[config.mk]
export PLATFORM = sky130hd
export DESIGN_NAME = core_top
export DESIGN_NICKNAME = d
export VERILOG_FILES = /design/src/hdl/core_pkg.sv /design/src/hdl/fetch_unit.sv /design/src/hdl/decode_unit.sv /design/src/hdl/execute_unit.sv /design/src/hdl/load_store_unit.sv /design/src/hdl/register_file.sv /design/src/hdl/core_top.sv
export SDC_FILE = /design/constraint.sdc
export NUM_CORES = 1
export LEC_CHECK = 0
export BUFFER_PORTS_ARGS = -buffer_cell sky130_fd_sc_hd__buf_2
export CORE_ASPECT_RATIO = 0.75
export CORE_MARGIN = 2
export CORE_UTILIZATION = 55
export CTS_CLUSTER_SIZE = 14
export DETAILED_ROUTE_END_ITERATION = 16
export PLACE_DENSITY = 0.73
export SYNTH_ARGS = -nofsm -noshare
export SYNTH_HDL_FRONTEND = slang
export SYNTH_SLANG_ARGS = --single-unit
[constraint.sdc]
create_clock -name clock -period 11.7 [get_ports clock]
set_input_delay 3.51 -clock clock [delete_from_list [all_inputs] [get_ports clock]]
set_output_delay 3.51 -clock clock [all_outputs]
set_load 0.01 [all_outputs]
[src/hdl/core_pkg.sv]
`default_nettype none

package core_pkg;

	typedef logic [31:0] word_t;
	typedef logic [3:0] reg_idx_t; // RV32E has sixteen registers

	typedef enum logic [3:0] {
		op_lui,
		op_auipc,
		op_jal,
		op_jalr,
		op_branch_eq,
		op_branch_ne,
		op_load_word,
		op_store_word,
		op_add_imm,
		op_add,
		op_sub,
		op_illegal
	} op_kind_e;

	typedef enum logic [2:0] {
		state_fetch,
		state_execute,
		state_memory,
		state_retire,
		state_halt
	} core_state_e;

	typedef struct packed {
		op_kind_e op;
		reg_idx_t rd;
		reg_idx_t rs1;
		reg_idx_t rs2;
		word_t imm; // Already sign-extended
		logic writes_rd;
	} decoded_t;

	typedef struct packed {
		logic write;
		word_t addr;
		word_t wdata;
		logic [3:0] wstrb;
	} dmem_req_t;

	typedef struct packed {
		word_t pc;
		reg_idx_t rd;
		logic writes_rd;
		word_t value;
	} retire_t;

endpackage

`default_nettype wire

[src/hdl/fetch_unit.sv]
`timescale 1ns/1ps
`default_nettype none

module fetch_unit #(
	parameter core_pkg::word_t reset_pc = '0
) (
	input  logic clock,
	input  logic rst,
	output logic imem_req,
	output core_pkg::word_t imem_addr,
	input  logic imem_valid,
	input  core_pkg::word_t imem_rdata,
	input  logic needs_mem,
	input  logic mem_done,
	input  logic illegal,
	input  core_pkg::word_t next_pc,
	output core_pkg::core_state_e state,
	output core_pkg::word_t pc,
	output core_pkg::word_t inst
);

	logic fetch_done;

	assign fetch_done = imem_req && imem_valid;
	assign imem_addr = pc;

	always_ff @(posedge clock) begin
		if (rst) begin
			state <= core_pkg::state_fetch;
			imem_req <= 1'b0;
			pc <= reset_pc;
		end else begin
			case (state)
				core_pkg::state_fetch: begin
					// The request comes up one cycle after reset and stays until answered
					if (fetch_done) begin
						state <= core_pkg::state_execute;
						imem_req <= 1'b0;
					end else begin
						imem_req <= 1'b1;
					end
				end
				core_pkg::state_execute: begin
					if (illegal)
						state <= core_pkg::state_halt;
					else if (needs_mem)
						state <= core_pkg::state_memory;
					else
						state <= core_pkg::state_retire;
				end
				core_pkg::state_memory: begin
					if (mem_done)
						state <= core_pkg::state_retire;
				end
				core_pkg::state_retire: begin
					pc <= next_pc;
					state <= core_pkg::state_fetch;
					imem_req <= 1'b1; // Next fetch starts right after retirement
				end
				default: state <= core_pkg::state_halt; // Halt is kept until reset
			endcase
		end
	end

	always_ff @(posedge clock) begin
		if (fetch_done)
			inst <= imem_rdata;
	end

	// The fetch address must not move while a request is outstanding
	assert property (@(posedge clock) disable iff (rst)
		imem_req && !imem_valid |=> $stable(imem_addr));

endmodule

`default_nettype wire

[src/hdl/decode_unit.sv]
`timescale 1ns/1ps
`default_nettype none

module decode_unit (
	input  core_pkg::word_t inst,
	output core_pkg::decoded_t decoded,
	output logic needs_mem,
	output logic illegal
);

	localparam logic [6:0] opc_lui    = 7'b0110111;
	localparam logic [6:0] opc_auipc  = 7'b0010111;
	localparam logic [6:0] opc_jal    = 7'b1101111;
	localparam logic [6:0] opc_jalr   = 7'b1100111;
	localparam logic [6:0] opc_branch = 7'b1100011;
	localparam logic [6:0] opc_load   = 7'b0000011;
	localparam logic [6:0] opc_store  = 7'b0100011;
	localparam logic [6:0] opc_op_imm = 7'b0010011;
	localparam logic [6:0] opc_op     = 7'b0110011;

	logic [6:0] opcode;
	logic [2:0] funct3;
	logic [6:0] funct7;
	core_pkg::word_t imm_i, imm_s, imm_b, imm_u, imm_j;
	core_pkg::op_kind_e op;
	core_pkg::word_t imm;
	logic uses_rd, uses_rs1, uses_rs2;
	logic bad_index;

	assign opcode = inst[6:0];
	assign funct3 = inst[14:12];
	assign funct7 = inst[31:25];

	assign imm_i = {{20{inst[31]}}, inst[31:20]};
	assign imm_s = {{20{inst[31]}}, inst[31:25], inst[11:7]};
	assign imm_b = {{19{inst[31]}}, inst[31], inst[7], inst[30:25], inst[11:8], 1'b0};
	assign imm_u = {inst[31:12], 12'b0};
	assign imm_j = {{11{inst[31]}}, inst[31], inst[19:12], inst[20], inst[30:21], 1'b0};

	always_comb begin
		op = core_pkg::op_illegal;
		imm = imm_i;
		uses_rd = 1'b0;
		uses_rs1 = 1'b0;
		uses_rs2 = 1'b0;
		case (opcode)
			opc_lui: begin op = core_pkg::op_lui; imm = imm_u; uses_rd = 1'b1; end
			opc_auipc: begin op = core_pkg::op_auipc; imm = imm_u; uses_rd = 1'b1; end
			opc_jal: begin op = core_pkg::op_jal; imm = imm_j; uses_rd = 1'b1; end
			opc_jalr: if (funct3 == 3'b000) begin
				op = core_pkg::op_jalr; uses_rd = 1'b1; uses_rs1 = 1'b1;
			end
			opc_branch: if (funct3 == 3'b000 || funct3 == 3'b001) begin
				op = funct3[0] ? core_pkg::op_branch_ne : core_pkg::op_branch_eq;
				imm = imm_b; uses_rs1 = 1'b1; uses_rs2 = 1'b1;
			end
			opc_load: if (funct3 == 3'b010) begin
				op = core_pkg::op_load_word; uses_rd = 1'b1; uses_rs1 = 1'b1;
			end
			opc_store: if (funct3 == 3'b010) begin
				op = core_pkg::op_store_word; imm = imm_s; uses_rs1 = 1'b1; uses_rs2 = 1'b1;
			end
			opc_op_imm: if (funct3 == 3'b000) begin
				op = core_pkg::op_add_imm; uses_rd = 1'b1; uses_rs1 = 1'b1;
			end
			opc_op: if (funct3 == 3'b000 && (funct7 == 7'b0000000 || funct7 == 7'b0100000)) begin
				op = funct7[5] ? core_pkg::op_sub : core_pkg::op_add;
				uses_rd = 1'b1; uses_rs1 = 1'b1; uses_rs2 = 1'b1;
			end
			default: ;
		endcase
	end

	// Bit 4 of any used register field points past the sixteen RV32E registers
	assign bad_index = (uses_rd && inst[11]) || (uses_rs1 && inst[19]) || (uses_rs2 && inst[24]);

	assign illegal = (op == core_pkg::op_illegal) || bad_index;
	assign needs_mem = (op == core_pkg::op_load_word) || (op == core_pkg::op_store_word);

	assign decoded.op = illegal ? core_pkg::op_illegal : op;
	assign decoded.rd = inst[10:7];
	assign decoded.rs1 = inst[18:15];
	assign decoded.rs2 = inst[23:20];
	assign decoded.imm = imm;
	assign decoded.writes_rd = uses_rd && !illegal && inst[11:7] != 5'd0; // x0 is never written

endmodule

`default_nettype wire

[src/hdl/execute_unit.sv]
`timescale 1ns/1ps
`default_nettype none

module execute_unit (
	input  core_pkg::decoded_t decoded,
	input  core_pkg::word_t pc,
	input  core_pkg::word_t src1,
	input  core_pkg::word_t src2,
	output core_pkg::word_t result,
	output core_pkg::word_t next_pc,
	output core_pkg::word_t mem_addr
);

	core_pkg::word_t seq_pc;
	core_pkg::word_t pc_target;

	assign seq_pc = pc + 32'd4;
	assign pc_target = pc + decoded.imm; // Shared by AUIPC, JAL and branches
	assign mem_addr = src1 + decoded.imm;

	always_comb begin
		result = seq_pc; // Link value for JAL and JALR
		next_pc = seq_pc;
		case (decoded.op)
			core_pkg::op_lui: result = decoded.imm;
			core_pkg::op_auipc: result = pc_target;
			core_pkg::op_jal: next_pc = pc_target;
			core_pkg::op_jalr: next_pc = {mem_addr[31:1], 1'b0};
			core_pkg::op_branch_eq: begin
				if (src1 == src2)
					next_pc = pc_target;
			end
			core_pkg::op_branch_ne: begin
				if (src1 != src2)
					next_pc = pc_target;
			end
			core_pkg::op_add_imm: result = mem_addr;
			core_pkg::op_add: result = src1 + src2;
			core_pkg::op_sub: result = src1 - src2;
			default: ;
		endcase
	end

endmodule

`default_nettype wire

[src/hdl/load_store_unit.sv]
`timescale 1ns/1ps
`default_nettype none

module load_store_unit (
	input  logic clock,
	input  logic rst,
	input  core_pkg::core_state_e state,
	input  core_pkg::decoded_t decoded,
	input  core_pkg::word_t mem_addr,
	input  core_pkg::word_t src2,
	output logic dmem_req,
	output core_pkg::dmem_req_t dmem,
	input  logic dmem_valid,
	input  core_pkg::word_t dmem_rdata,
	output logic mem_done,
	output core_pkg::word_t load_data
);

	logic is_store;

	assign is_store = decoded.op == core_pkg::op_store_word;

	// The FSM leaves the memory state on the answer, so the request drops right after it
	assign dmem_req = state == core_pkg::state_memory;
	assign mem_done = dmem_req && dmem_valid;

	assign dmem.write = is_store;
	assign dmem.addr = mem_addr;
	assign dmem.wdata = src2;
	assign dmem.wstrb = is_store ? 4'b1111 : 4'b0000; // Only whole words are stored

	always_ff @(posedge clock) begin
		if (mem_done && !is_store)
			load_data <= dmem_rdata;
	end

	// Only LW and SW exist, so every access is a full aligned word
	assert property (@(posedge clock) disable iff (rst)
		dmem_req |-> dmem.addr[1:0] == 2'b00);

endmodule

`default_nettype wire

[src/hdl/register_file.sv]
`timescale 1ns/1ps
`default_nettype none

module register_file (
	input  logic clock,
	input  logic rst,
	input  core_pkg::reg_idx_t rs1,
	input  core_pkg::reg_idx_t rs2,
	output core_pkg::word_t src1,
	output core_pkg::word_t src2,
	input  logic wen,
	input  core_pkg::reg_idx_t rd,
	input  core_pkg::word_t wdata
);

	core_pkg::word_t regs [16];

	always_ff @(posedge clock) begin
		if (rst) begin
			for (int i = 0; i < 16; i++)
				regs[i] <= '0;
		end else if (wen && rd != '0) begin
			regs[rd] <= wdata;
		end
	end

	assign src1 = (rs1 == '0) ? '0 : regs[rs1];
	assign src2 = (rs2 == '0) ? '0 : regs[rs2];

	// Decode already clears writes_rd for x0, so no enable should reach index 0
	assert property (@(posedge clock) disable iff (rst) !(wen && rd == '0));

endmodule

`default_nettype wire

[src/hdl/core_top.sv]
`timescale 1ns/1ps
`default_nettype none

module core_top #(
	parameter core_pkg::word_t reset_pc = '0
) (
	input  logic clock,
	input  logic rst,
	output logic imem_req,
	output core_pkg::word_t imem_addr,
	input  logic imem_valid,
	input  core_pkg::word_t imem_rdata,
	output logic dmem_req,
	output core_pkg::dmem_req_t dmem,
	input  logic dmem_valid,
	input  core_pkg::word_t dmem_rdata,
	output logic retire_valid,
	output core_pkg::retire_t retire,
	output logic halted
);

	core_pkg::core_state_e state;
	core_pkg::word_t pc, inst, next_pc, result, mem_addr;
	core_pkg::word_t src1, src2, load_data, wb_value;
	core_pkg::decoded_t decoded;
	logic needs_mem, illegal, mem_done;

	fetch_unit #(.reset_pc(reset_pc)) fetch (
		.clock(clock), .rst(rst),
		.imem_req(imem_req), .imem_addr(imem_addr),
		.imem_valid(imem_valid), .imem_rdata(imem_rdata),
		.needs_mem(needs_mem), .mem_done(mem_done), .illegal(illegal),
		.next_pc(next_pc), .state(state), .pc(pc), .inst(inst)
	);

	decode_unit decode (
		.inst(inst), .decoded(decoded), .needs_mem(needs_mem), .illegal(illegal)
	);

	execute_unit execute (
		.decoded(decoded), .pc(pc), .src1(src1), .src2(src2),
		.result(result), .next_pc(next_pc), .mem_addr(mem_addr)
	);

	load_store_unit lsu (
		.clock(clock), .rst(rst), .state(state), .decoded(decoded),
		.mem_addr(mem_addr), .src2(src2),
		.dmem_req(dmem_req), .dmem(dmem),
		.dmem_valid(dmem_valid), .dmem_rdata(dmem_rdata),
		.mem_done(mem_done), .load_data(load_data)
	);

	register_file regs (
		.clock(clock), .rst(rst),
		.rs1(decoded.rs1), .rs2(decoded.rs2), .src1(src1), .src2(src2),
		.wen(retire_valid && decoded.writes_rd), .rd(decoded.rd), .wdata(wb_value)
	);

	assign wb_value = (decoded.op == core_pkg::op_load_word) ? load_data : result;

	// Retire lasts one cycle, which gives the single pulse per instruction
	assign retire_valid = state == core_pkg::state_retire;
	assign halted = state == core_pkg::state_halt;

	assign retire.pc = pc;
	assign retire.rd = decoded.rd;
	assign retire.writes_rd = decoded.writes_rd;
	assign retire.value = wb_value;

endmodule

`default_nettype wire

* Word level (Yosys, flattened, before mapping)
Memories as Yosys holds them, arrays and structs flattened. A register that Yosys moved wholly into a read port is not among the register bits.
Cells that the tools add are included.
** Word-level totals
- Flip-flop bits (word level) :: 100
- Bits in writable memories :: 512
- Bits of input ports :: 68
- Output and inout port bits :: 174
- Logic and storage cells :: 123
- Memories kept :: 1
** Memories
- regs.regs :: depth 16, bits a word 32, rd ports 2, clocked after memory_dff 2, wr ports 16, RTL line register_file.sv:16 : core_pkg::word_t regs [16];
** Operators by class
- Add/sub/neg operators :: 5
- Eq/ne operators :: 33
- Multiplexer cells :: 45
- Reductions and logical operators :: 34
** Operator list (count)
- 2-to-1 mux 32 bit :: 6
- one-hot mux 32 bit (5 select lines) :: 1
- one-hot mux 32 bit (4 select lines) :: 1
- one-hot mux 31 bit (4 select lines) :: 1
- adder 32 bit :: 3
- 2-to-1 mux 4 bit :: 10
- one-hot mux 4 bit (9 select lines) :: 1
- adder 32 x 3 -> 32 bit, second input constant :: 1
- equality test 32 bit :: 1
- inequality test 32 bit :: 1
- OR reduction 32 bit :: 1
- subtractor 32 bit :: 1
- equality test 7 x 6 -> 1 bit, second input constant :: 4
- equality test 4 x 3 -> 1 bit, second input constant :: 6
- equality test 7 bit, second input constant :: 3
- equality test 4 bit, second input constant :: 4
- equality test 7 x 5 -> 1 bit, second input constant :: 2
- 2-to-1 mux 1 bit :: 13
- logical NOT 4 bit :: 3
- 2-to-1 mux 12 bit :: 1
- one-hot mux 3 bit (4 select lines) :: 1
- logical AND 1 bit :: 11
- equality test 3 x 2 -> 1 bit, second input constant :: 3
- 2-to-1 mux 3 bit :: 3
- other kinds (22) :: 35

* Logic depth before layout (Yosys ltp)
Gate-level depths: netlist (run 1).
- Word-level depth :: 19
- Mapped depth :: 22
- Gate-level depth less buffers :: 20

* Cells and area by module
From an unflattened synthesis (run 1), not the netlist that was laid out.
** Second synthesis, totals
- Cells, all modules :: 3703
- Area total of the unflattened synthesis :: 40382.5 um^2
** By module, submodules not included
- register_file :: times used 1, cells an instance 1778, area each 25572.0 um^2, sequential area each 14443.9 um^2
- execute_unit :: times used 1, cells an instance 1406, area each 9196.3 um^2, sequential area each 0.0 um^2
- fetch_unit :: times used 1, cells an instance 228, area each 2598.7 um^2, sequential area each 1681.6 um^2
- load_store_unit :: times used 1, cells an instance 105, area each 1517.7 um^2, sequential area each 960.9 um^2
- decode_unit :: times used 1, cells an instance 145, area each 924.6 um^2, sequential area each 0.0 um^2
- core_top :: times used 1, cells an instance 41, area each 573.0 um^2, sequential area each 0.0 um^2

* Worst setup path before layout (run 1)
OpenSTA, ideal clock, no wires.
- Kind :: register -> output
- From :: register (tool-made name)
- To :: output port retire[30] (netlist name)
- Arrival time :: 5.837 ns
- Required time :: 8.190 ns
- Slack :: 2.353 ns
- Stages on the path, launching flop included :: 20
- Buffers on the path :: 4
- Cell sequence :: dfxtp_1 clkbuf_1 buf_1 buf_1 mux4_2 mux4_2 and2_1 ha_1 a211o_1 o211a_1 o31a_1 o31ai_1 o211a_1 o31a_1 o21ai_0 xor2_1 a222oi_1 a21boi_1 buf_2 inv_1
** RTL lines
- to (decl) :: RTL line core_top.sv:18 : output core_pkg::retire_t retire,

==> reports/qor.yml, run 1 <==
drt:
  finalWirelength_um: 141000
  drt_iter0_markers: 4989
  vias: 31400
  firstDrtPassIters: 8
  drc: 0
  viasPerCell: 6.87
  antenna_left: 0
  post_drt_wl_per_cell_um: 30.9
worst_hold_path:
  hold_class: "reg2reg"
  holdPathStages: 2
synthesis:
  synth_cells: 3459
  synth.area.top_cells: "edfxtp_1 43%, mux4_2 16%, nor2_1 5.7%"
  syn_area_per_cell_um2: 11.5
  netlist_area_um2: 39800
  async_flop_share_pct: 0
  synth_top_area_cell: "edfxtp_1"
  ys_types: 92
  ys.flop_type: "edfxtp_1"
  synth_top_area_share_pct: 43.5
  synth-seq-area-share_pct: 45.7
  ys_warn_count: 0
  synth_seq_cells: 620
  synth_edf_count: 576
flow_run:
  cap_violations: 0
setup_path:
  worst_setup_path_start_kind: "flop"
  criticalPathCategory: "reg2out"
  cp_max_fo: 37
  cp-end-kind: "output pin"
  r2r_cells: 18
  required_ps: 8190
  cp.arrival_ps: 7620
sta:
  period_share_pct: 95.1
  finalClockSkew_ps: 35.6
  timing.hold.ws_ps: 542
  worstMarginPinSlew_ps: 1150
  relSlewSlack_pct: 23.4
  slew_viol_final: 0
  hold_viol: 0
  finalCriticalPeriod_ps: 11130
  rsz0062_at_grt: "no"
  fin_setup_tns_ps: 0
  finalSetupViolCount: 0
  fmax_mhz: 89.8
global_routing:
  overflow: 0
  grt_antenna_before_repair: 2
  grt_pass1_vias: 30400
  grt_usage_pct: 37.9
  grt_max_degree: 95
  grt_pass1_wl_um: 205000
layout:
  nFillCells: 5671
  finalInstanceArea_um2: 43800
  final_common_cell: "nor2_1"
  syn2layout_area_growth_pct: 9.98
  fin_cells: 4574
  layout.nets: 3770
  drive_gt1_share_pct: 23.1
  mostFrequentLayoutCells: "602 x nor2_1, 576 x edfxtp_1, 286 x mux4_2, 240 x buf_2, 167 x a21oi_1"
clock_network:
  ctsHoldBuffers: 0
  clkSlewWorstSetupHoldPaths_ps: 70
  ctsResizeCount: 0
  cts-root-buf: "clkbuf_16"
  cts_buffers: 58
  clk_path_buf_depth: 3
  post_cts_buffers: 0
  insertion_delay_ps: 690
  htreeDepth: 2
  cts_tree: "yes"
  cts.sinks: 620
placed_design:
  placed_cells: 4469
  place_congestion: 0.996
  place_area_um2: 41800
  dpl.hpwl_um: 93800
  portBuffers: 241
power:
  totalPowerFinal_mw: 6.51
  peakVddDrop_v: 0.000161
  p_leak_nw: 16.6
  powerDensity_nw_per_um2: 149
floorplanning:
  die_h_um: 237
  fp.coreArea_um2: 71700
  start_util_pct: 55.5
  dieArea_um2: 74500
  rows: 85
  ios: 242
  die_w_um: 315
status:
  status: "finished, final reports clean"
metal layers:
metal / part of all wire (%) / wire (µm) / vias up / global-route usage [%]
li1: - / - / 13300 / -
met1: 38 / 53100 / 15300 / 54.0
met2: 43 / 61200 / 2426 / 55.0
met3: 15 / 21000 / 345 / 11.4
met4: 4.2 / 5970 / 4 / 13.6
met5: 0.019 / 27 / - / 0
flip-flops by register name, summed over array words and instances (netlist names), named ones only:
| register | count |
|---|---|
| lsu.load_data | 32 |
| fetch.inst | 32 |
| regs.regs | 512 |
| fetch.imem_req | 1 |
| fetch.state | 3 |
| fetch.imem_addr | 32 |
stage by stage:
step | setup slack, ps | utilization, %
floorplan | 2350 | -
global placement | 1640 | 58.3
detailed placement | 1450 | 58.3
CTS | 673 | 61.0
global route | 155 | 61.0
finish | 569 | 61.0
where the power goes:
part,internal [mW],switching (mW)
Clock,1.14,0.901
Combinational,0.705,1.18
Sequential,2.50,0.0884
cells by family (layout without fill, tap and decap cells):
kind of cell / after synthesis / in the layout / synth area share [%]
flops: 620 / 620 / 45.7
buf+inv: 430 / 556 / 4.77
simple gates: 1128 / 1128 / 13.0
fa+ha+maj: 130 / 130 / 4.16
mux: 361 / 361 / 18.2
compound gates: 688 / 688 / 12.0
other cells: 1 / 33 / 0.00943
xor+xnor: 101 / 101 / 2.22
worst paths after layout:
path                                      from                  end  slack, ps
worst max register to register            flop  fetch.imem_addr[19]       4500
worst min-delay path            fetch.imem_req       fetch.imem_req        540
worst max-delay path                      flop           retire[27]        570
worst min register to register  fetch.imem_req       fetch.imem_req        540
Yosys cell counts (29+ instances only):
cell type	n
a21o_1	73
a21oi_1	167
a221o_1	39
a221oi_1	30
and2_1	47
buf_1	29
buf_2	43
buf_4	43
clkbuf_1	190
dfxtp_1	44
edfxtp_1	576
ha_1	126
inv_1	112
mux2_2	37
mux2i_1	38
mux4_2	286
nand2_1	162
nand2b_1	39
nand3_1	53
nor2_1	604
nor3_1	74
o211ai_1	43
o21ai_0	80
xnor2_1	66
xor2_1	35
critical path, stage by stage (launching register included):
cell	delay [ps]
dfxtp_4	870
buf_4	400
mux4_2	530
mux4_2	540
and2_1	220
ha_1	460
nand2_1	240
o21ai_0	190
a311oi_1	610
o21ai_0	300
a21bo_2	270
o22ai_1	340
o21ai_0	250
a221o_1	390
a221oi_1	260
or3_1	590
inv_1	210
buf_2	190
area by class of cell:
type / count / area (µm²) / area share, %
inverters: 116 / 435 / 0.995
clock inverters: 31 / 460 / 1.05
multi-input cells: 2440 / 20000 / 45.6
well taps: 957 / 1200 / 2.74
flip-flops and latches: 620 / 18200 / 41.6
clock buffers: 73 / 1520 / 3.47
diodes: 1 / 2.50 / 0.00572
repair buffers: 336 / 1970 / 4.51
(Power assumes the default switching activity.)
==> run 2, diff against run 1 <==
==> constraint.sdc (replaced) <==
create_clock -name clock -period 12.56 [get_ports clock]
set_input_delay 3.768 -clock clock [delete_from_list [all_inputs] [get_ports clock]]
set_output_delay 3.768 -clock clock [all_outputs]
set_load 0.01 [all_outputs]
==> run 2 against run 1 <==
Clock skew is 2.3 ps higher. Die area did not move. Sequential share of layout area is 0.062 points higher. Combinational power fell by 7%. Clock-buffer cell count rose by 5. Final area fell by 0.15%. Total power decreased by 8.3%. Sequential cell count stayed put. First-iteration DRC count decreased by 1.4%. Worst hold slack better by 25 ps. Setup slack gained 480 ps. Largest power group unchanged. Highest routed layer unchanged.
==> reports/qor.yml, run 2 (same netlist as run 1, synthesis figures left out) <==
floorplanning:
  die_w_um: 315  # unchanged
  rows: 85  # unchanged
  ios: 242  # unchanged
  fp.coreArea_um2: 71700  # unchanged
  dieArea_um2: 74500  # unchanged
  die_h_um: 237  # unchanged
  start_util_pct: 55.5  # unchanged
setup_path:
  cp_max_fo: 16  # -57%
  timing.critical_path.mode_cell: "a211oi_1"
  r2r_end: "fetch.imem_addr[19]"
  max_stage_delay_ps: 910  # +40 ps
  cp_slowest_cell: "o311ai_0"
  reg2reg_setup_slack_ps: 5520  # +1020 ps
  cp-startpoint: "fetch.inst[6]"
  r2r_cells: 18  # unchanged
  endpoint: "retire[31]"
  criticalPathCategory: "reg2out"
  cp-end-kind: "output pin"
  required_ps: 8790  # +600 ps
  cp.arrival_ps: 7740  # +120 ps
  path_cells: "nor2b_1, nand3_1, nand2_1, a21oi_1, a211o_1, nand2b_1, a22o_1, ha_1, a211oi_1, o21a_1, o31ai_1, o311ai_0, nand3b_1, a211oi_1, o21ai_0, xnor2_1, a221oi_1, a21o_1, inv_1, buf_2"
  path_buf_inv: 2  # -1
  cp_num_cells: 20  # +3
  worst_setup_path_start_kind: "flop"
  path_delay_family: "compound AO/OA/AOI/OAI gates"
global_routing:
  overflow: 0  # unchanged
  grt_pass1_vias: 30300  # -0.29%
  grt_usage_pct: 37.6  # -0.26 points
  grt_antenna_before_repair: 1  # -1
  grt_pass1_wl_um: 203000  # -0.88%
  grt_max_degree: 70  # -26%
clock_network:
  cts-root-buf: "clkbuf_16"
  insertion_delay_ps: 690  # about the same
  ctsHoldBuffers: 0  # unchanged
  cts_tree: "yes"
  cts_buffers: 60  # +3.4%
  clk_path_buf_depth: 3  # unchanged
  htreeDepth: 2  # unchanged
  cts.sinks: 620  # unchanged
  post_cts_buffers: 0  # unchanged
  clkSlewWorstSetupHoldPaths_ps: 60  # about the same
  ctsResizeCount: 0  # unchanged
power:
  comb_power_share_pct: 29.1  # +0.2 points
  clock_power_share_pct: 30.5  # -0.9 points
  peakVddDrop_v: 0.000142  # -12%
  switching_power_mw: 2.02  # -6.9%
  powerDensity_nw_per_um2: 137  # -8.1%
  p_leak_nw: 16.6  # -0.17%
  sw_frac_of_total_pct: 33.7  # +0.49 points
  p_seq_share_pct: 40.5  # +0.8 points
  p_int_mw: 3.96  # -8.9%
drt:
  vias: 31700  # +0.86%
  antenna_left: 0  # unchanged
  finalWirelength_um: 141000  # about the same
  dr.max_layer_used: "met5"
  post_drt_wl_per_cell_um: 30.9  # -0.13%
  wl_met1_um: 53100  # about the same
  drc: 0  # unchanged
  viasPerCell: 6.92  # +0.69%
  drt_iter0_markers: 4919  # -1.4%
  dr_wl_met2_um: 60700  # -0.77%
  firstDrtPassIters: 6  # -2
  met3_length_um: 21100  # +0.37%
layout:
  largest_reg_flops: 512  # unchanged
  final_common_cell: "nor2_1"
  top_register: "regs.regs"
  nFillCells: 5735  # +1.1%
  drive_gt1_share_pct: 23.1  # -0.057 points
  antennaDiodeCount: 0  # -1
  layout.nets: 3771  # +0.027%
  mostFrequentLayoutCells: "602 x nor2_1, 576 x edfxtp_1, 286 x mux4_2, 240 x buf_2, 167 x a21oi_1"
  finalInstanceArea_um2: 43700  # -0.15%
  syn2layout_area_growth_pct: 9.81
placed_design:
  dpl.hpwl_um: 93600  # -0.26%
  place_area_um2: 41800  # about the same
  place_congestion: 0.978  # -1.9%
  portBuffers: 241  # unchanged
sta:
  slew_viol_final: 0  # unchanged
  relSlewSlack_pct: 24.1  # +0.72 points
  finalClockSkew_ps: 37.9  # +2.31 ps
  period_share_pct: 91.6
  rsz0062_at_grt: "no"
  worstMarginPinSlew_ps: 1140  # -12.2 ps
  finalSetupViolCount: 0  # unchanged
  hold_viol: 0  # unchanged
  finalCriticalPeriod_ps: 11510
  fmax_mhz: 86.9
  fin_setup_tns_ps: 0  # unchanged
worst_hold_path:
  hold_class: "reg2reg"
status:
  status: "finished, final reports clean"
flow_run:
  cap_violations: 0  # unchanged
-- run 2: changes by cell type in the layout (fill, tap and decap cells not counted) --
| cell | change |
|---|---|
| inv_8 | -1 |
| bufinv_16 | -6 |
| clkbuf_16 | +2 |
| diode_2 | -1 |
| inv_16 | -1 |
| clkbuf_1 | +3 |
| clkinv_16 | +2 |
| buf_12 | -1 |
| clkinv_1 | +6 |
| clkinv_2 | +5 |
-- run 2: worst reg2reg max path, delay by kind of cell (launching register included) --
kind / cells / cell delay [ps]
xor gates and xnor gates: 1 / 170
AOI/OAI and AO/OA: 3 / 710
buffers and inverters: 4 / 1620
DFF: 1 / 890
adders and majority gates: 1 / 550
and+or+nand+nor: 7 / 1770
muxes: 2 / 1170
-- run 2: final cells by class --
cell class / count / area (µm²) / area share (%)
Multi-Input combinational cell: 2440 / 20000 / 45.7
Inverter: 116 / 435 / 0.997
Clock inverter: 36 / 357 / 0.816
Sequential cell: 620 / 18200 / 41.7
Timing Repair Buffer: 335 / 1950 / 4.47
Clock buffer: 78 / 1580 / 3.61
Tap cell: 957 / 1200 / 2.74
-- run 2: how the worst min path moves through the flow --
stage / cells after the start / slack, ps / to / startpoint
after floorplan: 1 / 510 / fetch.state[1] / fetch.state[2]
after global placement: 2 / 540 / fetch.imem_req / fetch.imem_req
after detailed placement: 1 / 550 / flop / fetch.inst[17]
after CTS: 2 / 560 / fetch.imem_req / fetch.imem_req
after global routing: 2 / 600 / fetch.imem_addr[6] / fetch.imem_addr[6]
final: 2 / 570 / fetch.imem_req / fetch.imem_req
-- run 2: routing by layer --
metal / global-route usage [%] / vias to the layer above
met3: 11.4 / 347
li1: - / 13300
met2: 54.2 / 2493
met1: 53.5 / 15500
met5: 0.390 / -
met4: 14.7 / 2
-- run 2: metrics by stage --
stage / hold WS (ps) / worst slack (ps) / cells / utilization, % / total power, mW
detailed placement: 554 / 2010 / 4468 / 58.3 / 4.13
finish: 567 / 1050 / 4582 / 61.0 / 5.97
CTS: 563 / 1220 / 4582 / 61.0 / 5.93
global placement: 542 / 2150 / 4468 / 58.3 / 4.13
global route: 601 / 631 / 4582 / 61.0 / 6.15
floorplan: 514 / 2960 / 3490 / - / 3.57
-- run 2: power by group through the flow --
| stage | Clock [mW] | Combinational, mW | Sequential [mW] |
|---|---|---|---|
| 3_3_place_gp | 0 | 1.67 | 2.45 |
| 6_report | 1.82 | 1.74 | 2.42 |
| 2_1_floorplan | 0 | 1.17 | 2.39 |
| 5_1_grt | 1.90 | 1.83 | 2.43 |
| 3_5_place_dp | 0 | 1.68 | 2.46 |
| 4_1_cts | 1.83 | 1.68 | 2.42 |
